File: src/common/idctrl_pkg.sv
`default_nettype none

package idctrl_pkg;

    ////////////////////
    // Bus geometry
    ////////////////////

    // Wishbone data width
    localparam int DATA_W = 32;
    // Byte address into the block
    localparam int ADDR_W = 16;

    // Word index out of address bits 5:2
    localparam int REG_IDX_W = 4;
    localparam int REG_IDX_LSB = 2;

    ////////////////////
    // Register map
    ////////////////////

    // Read-only identification
    localparam logic [REG_IDX_W-1:0] REG_DEVICE = 4'd0;
    localparam logic [REG_IDX_W-1:0] REG_VERSION = 4'd1;
    // Interrupt status, write one to clear
    localparam logic [REG_IDX_W-1:0] REG_INT_SR = 4'd2;
    // Interrupt mask, 1 suppresses
    localparam logic [REG_IDX_W-1:0] REG_INT_MASK = 4'd3;
    // LED value, front panel LED and override bits
    localparam logic [REG_IDX_W-1:0] REG_LED = 4'd6;
    // SST select, its drive enable and oscillator enable
    localparam logic [REG_IDX_W-1:0] REG_CLKSEL = 4'd7;
    // Remaining indices are reserved and read zero

    ////////////////////
    // LED layout
    ////////////////////

    // Charlieplexed LEDs, green then red
    localparam int LED_N = 12;
    // Shared pins behind them
    localparam int LED_PINS = 4;
    // Front panel LED, not charlieplexed
    localparam int LED_FP_BIT = 12;
    // Override for LED k sits at bit k + 16
    localparam int LED_OVR_LSB = 16;

    ////////////////////
    // Bundles
    ////////////////////

    // Master side of a Wishbone access
    typedef struct packed {
        logic              cyc;
        logic              stb;
        logic              we;
        logic [ADDR_W-1:0] adr;
        logic [DATA_W-1:0] dat;
    } wb_req_t;

    // Decoded write strobes, one per writable block
    typedef struct packed {
        logic              sr_we;
        logic              mask_we;
        logic              led_we;
        logic [DATA_W-1:0] dat;
    } reg_wr_t;

    // Byte address to register index
    function automatic logic [REG_IDX_W-1:0] reg_idx(input logic [ADDR_W-1:0] adr);
        return adr[REG_IDX_LSB +: REG_IDX_W];
    endfunction

endpackage

`default_nettype wire

File: src/idctrl_bus.sv
`timescale 1ns/10ps
`default_nettype none

module idctrl_bus #(
    parameter logic [idctrl_pkg::DATA_W-1:0] DEVICE_ID = "S5A7",
    parameter logic [idctrl_pkg::DATA_W-1:0] VERSION = 32'h0000_0000
) (
    input  wire                                clk_i,
    input  wire                                rst_i,
    // Wishbone slave
    input  wire idctrl_pkg::wb_req_t           wb_req_i,
    output logic                               wb_ack_o,
    output logic [idctrl_pkg::DATA_W-1:0]      wb_dat_o,
    // Strobes out to the register blocks
    output idctrl_pkg::reg_wr_t                reg_wr_o,
    // Register values back from the blocks
    input  wire [idctrl_pkg::DATA_W-1:0]       sr_val_i,
    input  wire [idctrl_pkg::DATA_W-1:0]       mask_val_i,
    input  wire [idctrl_pkg::DATA_W-1:0]       led_val_i,
    // Clock selection pins
    output logic                               sst_sel_o,
    output logic                               sst_sel_oe_o,
    output logic                               local_osc_en_o
);
    import idctrl_pkg::*;

    logic                 ack_q;
    logic                 req;
    logic                 wr_req;
    logic [REG_IDX_W-1:0] idx;
    logic [2:0]           clksel_q;

    ////////////////////
    // Handshake
    ////////////////////

    assign idx = reg_idx(wb_req_i.adr);

    // New access only while no ack is pending
    assign req = wb_req_i.cyc && wb_req_i.stb && !ack_q;
    assign wr_req = req && wb_req_i.we;

    // Single-cycle ack, one wait state
    always_ff @(posedge clk_i) begin
        if (rst_i) begin
            ack_q <= 1'b0;
        end else begin
            ack_q <= req;
        end
    end

    // Dropped cycle kills the ack
    assign wb_ack_o = ack_q && wb_req_i.cyc;

    ////////////////////
    // Write decode
    ////////////////////

    // Strobes fire in the request cycle, so blocks update on the ack edge
    assign reg_wr_o.sr_we = wr_req && (idx == REG_INT_SR);
    assign reg_wr_o.mask_we = wr_req && (idx == REG_INT_MASK);
    assign reg_wr_o.led_we = wr_req && (idx == REG_LED);
    assign reg_wr_o.dat = wb_req_i.dat;

    // Clock select, bit 0 value, bit 1 drive enable, bit 2 oscillator
    always_ff @(posedge clk_i) begin
        if (rst_i) begin
            clksel_q <= '0;
        end else if (wr_req && (idx == REG_CLKSEL)) begin
            clksel_q <= wb_req_i.dat[2:0];
        end
    end

    assign sst_sel_o = clksel_q[0];
    assign sst_sel_oe_o = clksel_q[1];
    assign local_osc_en_o = clksel_q[2];

    ////////////////////
    // Read mux
    ////////////////////

    // Combinational from the address, sampled by the master on ack
    always_comb begin
        case (idx)
            REG_DEVICE: begin
                wb_dat_o = DEVICE_ID;
            end
            REG_VERSION: begin
                wb_dat_o = VERSION;
            end
            REG_INT_SR: begin
                wb_dat_o = sr_val_i;
            end
            REG_INT_MASK: begin
                wb_dat_o = mask_val_i;
            end
            REG_LED: begin
                wb_dat_o = led_val_i;
            end
            REG_CLKSEL: begin
                wb_dat_o = DATA_W'(clksel_q);
            end
            // Reserved, former SPI and DNA space included
            default: begin
                wb_dat_o = '0;
            end
        endcase
    end

    // Every access gets exactly one ack cycle
    ack_single_cycle: assert property (
        @(posedge clk_i) disable iff (rst_i) wb_ack_o |=> !wb_ack_o
    ) else $error("idctrl_bus: ack held for two cycles");

endmodule

`default_nettype wire

File: src/irq_status.sv
`timescale 1ns/10ps
`default_nettype none

module irq_status #(
    parameter int IRQ_W = 31
) (
    input  wire                                clk_i,
    input  wire                                rst_i,
    input  wire idctrl_pkg::reg_wr_t           reg_wr_i,
    input  wire [IRQ_W-1:0]                    interrupt_i,
    output logic [idctrl_pkg::DATA_W-1:0]      sr_val_o,
    output logic [idctrl_pkg::DATA_W-1:0]      mask_val_o,
    output logic                               irq_o
);
    import idctrl_pkg::*;

    logic [DATA_W-1:0] live;
    logic [DATA_W-1:0] sr_q;
    logic [DATA_W-1:0] mask_q;
    logic              irq_q;

    // Sources start at bit 1, bit 0 was the flash SPI interrupt
    assign live = DATA_W'({interrupt_i, 1'b0});

    // Status follows the live sources, except in a clearing cycle
    always_ff @(posedge clk_i) begin
        if (rst_i) begin
            sr_q <= '0;
        end else if (reg_wr_i.sr_we) begin
            // Write one to clear
            sr_q <= sr_q & ~reg_wr_i.dat;
        end else begin
            sr_q <= live;
        end
    end

    // Mask and the combined request
    always_ff @(posedge clk_i) begin
        if (rst_i) begin
            mask_q <= '0;
            irq_q <= 1'b0;
        end else begin
            if (reg_wr_i.mask_we) begin
                mask_q <= reg_wr_i.dat;
            end
            irq_q <= |(sr_q & ~mask_q);
        end
    end

    assign sr_val_o = sr_q;
    assign mask_val_o = mask_q;
    assign irq_o = irq_q;

    // Fully masked means no request one edge later
    irq_masked_quiet: assert property (
        @(posedge clk_i) disable iff (rst_i) (&mask_q) |=> !irq_o
    ) else $error("irq_status: interrupt raised with all sources masked");

endmodule

`default_nettype wire

File: src/led/led_override.sv
`timescale 1ns/10ps
`default_nettype none

module led_override (
    input  wire                                clk_i,
    input  wire                                rst_i,
    input  wire idctrl_pkg::reg_wr_t           reg_wr_i,
    // Activity from the rest of the board
    input  wire [idctrl_pkg::LED_N-1:0]        internal_led_i,
    output logic [idctrl_pkg::DATA_W-1:0]      led_val_o,
    output logic                               fp_led_o
);
    import idctrl_pkg::*;

    logic [DATA_W-1:0] led_q;
    logic [LED_N-1:0]  ovr_wr;
    logic [LED_N-1:0]  ovr_q;
    logic [LED_N-1:0]  merged;

    // Override mask as written
    assign ovr_wr = reg_wr_i.dat[LED_OVR_LSB +: LED_N];
    // Override mask as stored
    assign ovr_q = led_q[LED_OVR_LSB +: LED_N];

    // Written value where overridden, live activity elsewhere
    assign merged = (reg_wr_i.dat[LED_N-1:0] & ovr_wr) | (internal_led_i & ~ovr_wr);

    ////////////////////
    // LED register
    ////////////////////

    always_ff @(posedge clk_i) begin
        if (rst_i) begin
            led_q <= '0;
        end else if (reg_wr_i.led_we) begin
            // Upper bits stored verbatim, FP LED and overrides included
            led_q[DATA_W-1:LED_N] <= reg_wr_i.dat[DATA_W-1:LED_N];
            led_q[LED_N-1:0] <= merged;
        end else begin
            // Sticky capture on LEDs not overridden
            led_q[LED_N-1:0] <= led_q[LED_N-1:0] | (internal_led_i & ~ovr_q);
        end
    end

    assign led_val_o = led_q;

    // Front panel LED drives its pin directly
    assign fp_led_o = led_q[LED_FP_BIT];

endmodule

`default_nettype wire

File: src/led/led_charlieplex.sv
`timescale 1ns/10ps
`default_nettype none

module led_charlieplex #(
    parameter int SLOT_CYCLES = 1
) (
    input  wire                                clk_i,
    input  wire                                rst_i,
    input  wire [idctrl_pkg::LED_N-1:0]        led_val_i,
    // Pin level and drive enable, 1 means driven
    output logic [idctrl_pkg::LED_PINS-1:0]    led_pin_o,
    output logic [idctrl_pkg::LED_PINS-1:0]    led_oe_o
);
    import idctrl_pkg::*;

    localparam int PRE_W = (SLOT_CYCLES > 1) ? $clog2(SLOT_CYCLES) : 1;
    localparam int SLOT_W = $clog2(LED_N);
    // Green pairs, then the same pairs red
    localparam int COLOR_N = LED_N / 2;

    // Driven pin pair per green slot, slot 0 at the bottom
    localparam logic [COLOR_N-1:0][LED_PINS-1:0] PAIR_OE = {
        4'b1001,
        4'b1010,
        4'b1100,
        4'b0110,
        4'b0101,
        4'b0011
    };

    // Anode of the green LED in each pair
    localparam logic [COLOR_N-1:0][LED_PINS-1:0] PAIR_ANODE = {
        4'b0001,
        4'b0010,
        4'b0100,
        4'b0010,
        4'b0001,
        4'b0001
    };

    logic [PRE_W-1:0]    pre_q;
    logic                slot_tick;
    logic [SLOT_W-1:0]   slot_q;
    logic                red;
    logic [SLOT_W-1:0]   pair_idx;
    logic [LED_PINS-1:0] pair_oe;
    logic [LED_PINS-1:0] pair_lvl;
    logic [LED_PINS-1:0] pin_q;
    logic [LED_PINS-1:0] oe_q;

    ////////////////////
    // Slot timing
    ////////////////////

    assign slot_tick = (pre_q == PRE_W'(SLOT_CYCLES - 1));

    always_ff @(posedge clk_i) begin
        if (rst_i) begin
            pre_q <= '0;
            slot_q <= '0;
        end else begin
            pre_q <= slot_tick ? '0 : pre_q + 1'b1;
            if (slot_tick) begin
                // Wrap after the last red slot
                slot_q <= (slot_q == SLOT_W'(LED_N - 1)) ? '0 : slot_q + 1'b1;
            end
        end
    end

    ////////////////////
    // Pin pattern
    ////////////////////

    // Red slots reuse the green pair with the levels swapped
    assign red = (slot_q >= SLOT_W'(COLOR_N));
    assign pair_idx = red ? slot_q - SLOT_W'(COLOR_N) : slot_q;
    assign pair_oe = PAIR_OE[pair_idx];
    assign pair_lvl = (PAIR_ANODE[pair_idx] ^ {LED_PINS{red}}) & pair_oe;

    // Registered, pattern trails the slot counter by one cycle
    always_ff @(posedge clk_i) begin
        if (rst_i) begin
            oe_q <= '0;
            pin_q <= '0;
        end else if (led_val_i[slot_q]) begin
            oe_q <= pair_oe;
            pin_q <= pair_lvl;
        end else begin
            // LED off, all pins released
            oe_q <= '0;
            pin_q <= '0;
        end
    end

    assign led_pin_o = pin_q;
    assign led_oe_o = oe_q;

    // One pair or nothing, never a third pin fighting the pair
    pin_pair_only: assert property (
        @(posedge clk_i) disable iff (rst_i)
        ($countones(led_oe_o) == 0) || ($countones(led_oe_o) == 2)
    ) else $error("led_charlieplex: %0d pins driven", $countones(led_oe_o));

endmodule

`default_nettype wire

File: src/idctrl_top.sv
`timescale 1ns/10ps
`default_nettype none

module idctrl_top #(
    parameter logic [idctrl_pkg::DATA_W-1:0] DEVICE_ID = "S5A7",
    parameter logic [idctrl_pkg::DATA_W-1:0] VERSION = 32'h0000_0000,
    parameter int IRQ_W = 31,
    parameter int SLOT_CYCLES = 1
) (
    input  wire                                clk_i,
    input  wire                                rst_i,
    // Wishbone slave
    input  wire idctrl_pkg::wb_req_t           wb_req_i,
    output logic                               wb_ack_o,
    output logic [idctrl_pkg::DATA_W-1:0]      wb_dat_o,
    // Interrupts
    input  wire [IRQ_W-1:0]                    interrupt_i,
    output logic                               irq_o,
    // LEDs
    input  wire [idctrl_pkg::LED_N-1:0]        internal_led_i,
    output logic [idctrl_pkg::LED_PINS-1:0]    led_pin_o,
    output logic [idctrl_pkg::LED_PINS-1:0]    led_oe_o,
    output logic                               fp_led_o,
    // Clock selection
    output logic                               sst_sel_o,
    output logic                               sst_sel_oe_o,
    output logic                               local_osc_en_o
);
    import idctrl_pkg::*;

    reg_wr_t           reg_wr;
    logic [DATA_W-1:0] sr_val;
    logic [DATA_W-1:0] mask_val;
    logic [DATA_W-1:0] led_val;

    // Bus front end, decode and read mux
    idctrl_bus #(
        .DEVICE_ID(DEVICE_ID),
        .VERSION(VERSION)
    ) u_bus (
        .clk_i(clk_i),
        .rst_i(rst_i),
        .wb_req_i(wb_req_i),
        .wb_ack_o(wb_ack_o),
        .wb_dat_o(wb_dat_o),
        .reg_wr_o(reg_wr),
        .sr_val_i(sr_val),
        .mask_val_i(mask_val),
        .led_val_i(led_val),
        .sst_sel_o(sst_sel_o),
        .sst_sel_oe_o(sst_sel_oe_o),
        .local_osc_en_o(local_osc_en_o)
    );

    // Interrupt status and mask
    irq_status #(
        .IRQ_W(IRQ_W)
    ) u_irq (
        .clk_i(clk_i),
        .rst_i(rst_i),
        .reg_wr_i(reg_wr),
        .interrupt_i(interrupt_i),
        .sr_val_o(sr_val),
        .mask_val_o(mask_val),
        .irq_o(irq_o)
    );

    // LED register
    led_override u_led_reg (
        .clk_i(clk_i),
        .rst_i(rst_i),
        .reg_wr_i(reg_wr),
        .internal_led_i(internal_led_i),
        .led_val_o(led_val),
        .fp_led_o(fp_led_o)
    );

    // Only the charlieplexed bits reach the scanner
    led_charlieplex #(
        .SLOT_CYCLES(SLOT_CYCLES)
    ) u_charlie (
        .clk_i(clk_i),
        .rst_i(rst_i),
        .led_val_i(led_val[LED_N-1:0]),
        .led_pin_o(led_pin_o),
        .led_oe_o(led_oe_o)
    );

endmodule

`default_nettype wire

File: config.mk
export PLATFORM = sky130hd
export DESIGN_NAME = idctrl_top
export DESIGN_NICKNAME = d
export VERILOG_FILES = /design/src/common/idctrl_pkg.sv /design/src/idctrl_bus.sv /design/src/irq_status.sv /design/src/led/led_override.sv /design/src/led/led_charlieplex.sv /design/src/idctrl_top.sv
export SDC_FILE = /design/constraint.sdc
export NUM_CORES = 1
export LEC_CHECK = 0
export ABC_AREA = 1
export ABC_CLOCK_PERIOD_IN_PS = 2100
export BUFFER_PORTS_ARGS = -buffer_cell sky130_fd_sc_hd__buf_2
export CORE_AREA = 4 4 142 144
export DETAILED_ROUTE_END_ITERATION = 8
export DIE_AREA = 0 0 146 148
export SLEW_MARGIN = 30
export SYNTH_ARGS = -nofsm -noshare
export SYNTH_HDL_FRONTEND = slang
export SYNTH_SLANG_ARGS = --single-unit
File: constraint.sdc
create_clock -name clk_i -period 2.1 [get_ports clk_i]
set_clock_uncertainty 0.05 [all_clocks]
set_input_delay 0.21 -clock clk_i [delete_from_list [all_inputs] [get_ports clk_i]]
set_output_delay 0.21 -clock clk_i [all_outputs]
set_load 0.1 [all_outputs]
Word level (Yosys, flattened, before mapping). Memory sizes are Yosys's and may differ from the RTL's. Cells that the tools add are included.

Register bits after elaboration: 114. Memory bits (read-only): 64. Input port bits: 96. Output and inout port bits: 46. Memories: 2.

Add/sub/neg operators: 3. $lt $le $gt $ge: 3. Equality and inequality tests: 5. Mux-type cells: 9. Bitwise gates (word level): 16. Reduce and logical (&&, ||, !) cells: 14.

Memories: (name not given) (depth 8, width 4, read ports 1, clocked after Yosys merged registers in 0, write ports 0, RTL line led_charlieplex.sv:78) `assign pair_lvl = (PAIR_ANODE[pair_idx] ^ {LED_PINS{red}}) & pair_oe;`; (name not given) (depth 8, width 4, read ports 1, clocked after Yosys merged registers in 0, write ports 0, RTL line led_charlieplex.sv:77) `assign pair_oe = PAIR_OE[pair_idx];`.

Operators with widths (count): $pmux 32 s5 (1); $and 32x32->32 (2); $not 32->32 (2); $and 12x12->12 (3); $mux 32 (1); $reduce_or 32->1 (1); $not 12->12 (2); $or 12x12->12 (2); $mux 4 (4); $mux 12 (1); $eq 4x2->1 const B (2); $eq 4x3->1 const B (2); $logic_and 1x1->1 (8); $reduce_or 2->1 (3); $lt 4x5->1 const B (1); $add 4x1->4 const B (1); $and 4x4->4 (1); $bmux 1 s4 (1); $eq 4x4->1 const B (1); $ge 4x3->1 const B (1); $logic_not 4->1 (1); $lt 4x4->1 const B (1); $sub 4x3->4 const B (1); $xor 4x4->4 (1); other kinds (4) (6).

Longest topological paths before layout.
Word-level depth: 6. Gate-level depth with buffers: 11. Gate-level depth less buffers: 10.

By module. A second synthesis with hierarchy kept.

Cell total of the unflattened synthesis: 940. Area, all modules: 6339.8 um2.

Modules (own cells, without submodules): irq_status (times used 1, cells each 362, area an instance 2657.5 um2, seq. area each 1301.2 um2); led_override (times used 1, cells each 236, area an instance 1539.0 um2, seq. area each 640.6 um2); idctrl_bus (times used 1, cells each 234, area an instance 1346.3 um2, seq. area each 80.1 um2); led_charlieplex (times used 1, cells each 108, area an instance 797.0 um2, seq. area each 260.2 um2).

Worst setup path after synthesis. No wires, ideal clock.

Path type: input-to-output. Start: input wb_req_i[37] in the netlist's numbering. End: output wb_dat_o[21] in the netlist's numbering. Arrival time: 2306 ps. Required time: 1840 ps. Setup slack: -466 ps. Stages on the path: 5. Buffers on the path: 2. Path through: nor2_4 > nand2_1 > buf_2 > buf_2 > o2111ai_1.

Word-level cells in the longest chain between the ends: 2.

RTL lines: start: declaration (RTL line idctrl_top.sv:13) `input wire idctrl_pkg::wb_req_t wb_req_i,`; $eq 4x3->1, or another cell as far along (RTL line idctrl_bus.sv:84) `case (idx)`; $pmux 32 s5 * (RTL line idctrl_bus.sv:84); end: declaration (RTL line idctrl_top.sv:15) `output logic [idctrl_pkg::DATA_W-1:0] wb_dat_o,`.

Every way passes the cells marked *; elsewhere a longest branch is shown, timed or not.

Final worst setup path.
Start: input wb_req_i[36] in the netlist's numbering. End: output wb_dat_o[24] in the netlist's numbering.

The elaborated chain is that of the path after synthesis.

==> summary.md <==
| Metric | Value |
|---|---|
| Post-synth cell types | 31 |
| Clock Root Buffer | clkbuf_16 |
| Die area | 21,600 µm² |
| Most common cell in the netlist | nand2_1 |
| DR vias/cell | between 4 and 5 |
| Share of layout cells above drive strength 1 | 23.7% |
| Reg2reg path depth | 6 |
| EDFF count, synth | 0 |
| Total GRT Usage | 17.3% |
| Nets | a little over 1,000 |
| Core Rows | 50 |
| Reg clk slew, reported paths | approximately 0.050 ns |
| Clk_lat worst skew | 0.42 ns |
| Critical R2R Launch | u_bus.ack_q$_SDFF_PP0_ |
| CTS Buffer Depth | 2 |
| Synthesized instance count | 768 |
| Die X | 146 µm |
| Peak supply drop | 0.446 mV |
| CTS sink cnt | 114 |
| DRT iter0 DRCs | 363 |
| CP max FO | 12 |
| I/O pins | 142 |
| Fmax | 541 MHz |
| Area grow syn2layout | 41.9% |
| Slew @ Worst Pin | 0.843 ns |
| Min-delay src | interrupt_i[27] |
| Drt drc | 0 |
| Arrival time at the worst endpoint | 1.59 ns |
| Via count | around 5,700 |
| Setup crit start kind | input pin |
| Outcome | finished clean |
| Routed WL | between 15 and 20 mm |
| Initial Util | 29.8% |
| Final Hold Fails | 0 |
| Antenna viol nets, final | 0 |
| Layout fillers | 1,896 |
| Antenna violations before repair | 1 |
| Synth top area share | 41.0% |
| Avg Inst Size Synth | between 7 and 8 µm² |
| RSZ-0062 raised after global routing | no |
| Final core occ | 42.3% |
| Synth Register Bits | around 110 |
| Vias in the first global route | 5,547 |
| Worst Path Required | between 1.5 and 2 ns |
| Routability Congestion | 0.865 |
| Tmin final | 1.85 ns |
| Leakage power | 3.50 nW |
| WHS Endpoint | u_irq.sr_val_o[28]$_SDFF_PP0_ |
| Largest net degree at the start of global routing | 60 |
| Ys flop type | dfxtp_1 |
| Worst hold path stage count | 3 |
| Top cells by area, synth | dfxtp_1, nand2_1, a21oi_1, inv_1, o21ai_0 |
| CP startpoint | wb_req_i[36] |
| Die Y | around 150 µm |
| Synth warnings | 0 |
| Synth cell count leaders | nand2_1, dfxtp_1, inv_1 |
| Core Box Area | 18,700 µm² |
| HPWL after DPL | around 13 mm |
| Async set-reset flop share out of synthesis | 0% |
| Remaining Overflow, GRT | 0 |
| Crit share post-route | 87.9% |
| Critical R2R Capture | u_irq.sr_val_o[6]$_SDFF_PP0_ |
| Buffers on Ports | 129 |
| H-tree Lvls | 4 |
| Max-cap viol count | 0 |
| Mapped Nets | 866 |
| Slew Limit Fails | 0 |
| Setup violators final | 0 |
| Quantity of gates resized following cts | 0 |
| Worst setup EP type | output port |
| Setup Crit Path Kind | input pin to output port |
| Pwr dens | 769 nW/µm² |
| Final Total Pwr | around 6 mW |
| Num CTS Buffers | 17 |
| TritonRoute pass-1 iters | 5 |
| Slew headroom | 43.8% |
| Sequential area share after synthesis | 41.0% |
| Hold/Removal Path Class | input pin to flop |
| CTS tree | yes |
| First-pass GRT wire length | 29.4 mm |
| Synth area leader | dfxtp_1 |
| DR WL/cell | 15.8 µm |
| Reg2reg setup slack | 0.50 ns |
| Mapped Area | 5570 µm² |
layer usage:
| layer | part of all wire [%] | GRT usage, % | vias up |
|---|---|---|---|
| li1 | - | - | 2871 |
| met1 | 46 | 22.8 | 2584 |
| met2 | 46 | 27.7 | 195 |
| met3 | 6.4 | 4.05 | 28 |
| met4 | 2.1 | 6.26 | 0 |
| met5 | 0 | 0 | - |
registers in the layout, summed over array words and instances (netlist names):
register	flops
u_bus.ack_q	1
u_bus.clksel_q	3
u_led_reg.led_val_o	32
u_charlie.slot_q	4
u_charlie.led_oe_o	4
u_irq.sr_val_o	32
u_irq.mask_val_o	32
u_irq.irq_o	1
u_charlie.led_pin_o	4
u_charlie.pre_q	1
how the worst max path moves through the flow:
stage	end	slack (ns)	cells after the start
6_report	wb_dat_o[24]	0.25	6
5_1_grt	wb_dat_o[24]	0.16	6
4_1_cts	wb_dat_o[24]	0.21	6
3_5_place_dp	wb_dat_o[24]	0.21	6
3_3_place_gp	wb_dat_o[24]	0.21	6
2_1_floorplan	wb_dat_o[10]	-0.42	5
logic make-up (layout without fill, tap and decap cells):
group / after synthesis / after routing / synth area share (%)
and+or+nand+nor: 289 / 289 / 22.8
AOI/OAI and AO/OA: 216 / 216 / 24.6
buffers and inverters: 146 / 317 / 11.1
DFF: 114 / 114 / 41.0
adders and majority gates: 2 / 2 / 0.449
other: 1 / 2 / 0.0673
cell type report:
| type | count | area [µm²] | area share [%] |
|---|---|---|---|
| clock inverters | 5 | 100 | 1.27 |
| inverters | 108 | 408 | 5.16 |
| repair buffers | 180 | 1600 | 20.2 |
| well taps | 234 | 293 | 3.70 |
| diodes | 1 | 2.50 | 0.0317 |
| multi-input cells | 508 | 2720 | 34.4 |
| flip-flops and latches | 114 | 2280 | 28.9 |
| clock buffers | 24 | 502 | 6.35 |
cell usage in the layout, fill, tap and decap left out, types with 3 or more instances in the layout:
cell and n:
o22ai_1 4, o2111ai_2 7, nand3b_1 3, nand3_1 42, a211oi_2 24, bufinv_16 3
nor2_1 68, clkbuf_16 17, o21ai_0 70, inv_1 103, inv_2 4, o211ai_1 13
buf_12 33, buf_2 97, buf_4 19, clkbuf_8 5, nand2_1 159, o221ai_1 8
nor2_4 3, a21oi_1 85, dlygate4sd3_1 31, o2111ai_1 4, nor3_1 3, dfxtp_1 114
per-stage QoR:
step,std cells,TNS [ns],instance area (µm²),setup WS [ns],hold WS [ns]
3_5_place_dp,1113,0,6990,0.212,0.387
5_1_grt,1174,0,7910,0.162,0.0142
4_1_cts,1173,0,7900,0.210,0.00134
6_report,1174,0,7910,0.253,0.0181
3_3_place_gp,1113,0,6990,0.212,0.392
2_1_floorplan,768,-8.88,5630,-0.418,0.231
power by group:
| part | internal, mW | switching (mW) | total [mW] |
|---|---|---|---|
| combinational | 0.289 | 0.559 | 0.848 |
| sequential | 2.24 | 0.0361 | 2.28 |
| clock | 2.00 | 0.958 | 2.95 |
| total | 4.52 | 1.55 | 6.08 |
worst max-delay path: stages:
cell and delay, ns:
buf_2 0.12, nor2_4 0.14, nand2_2 0.24, buf_4 0.28, o211ai_1 0.36, buf_12 0.23
timing repair:
action,CTS,global route
hold buffers,31,0
hold endpoints to repair,30,0
buffers inserted,0,0
No activity file was read; power rests on OpenSTA's default activity.
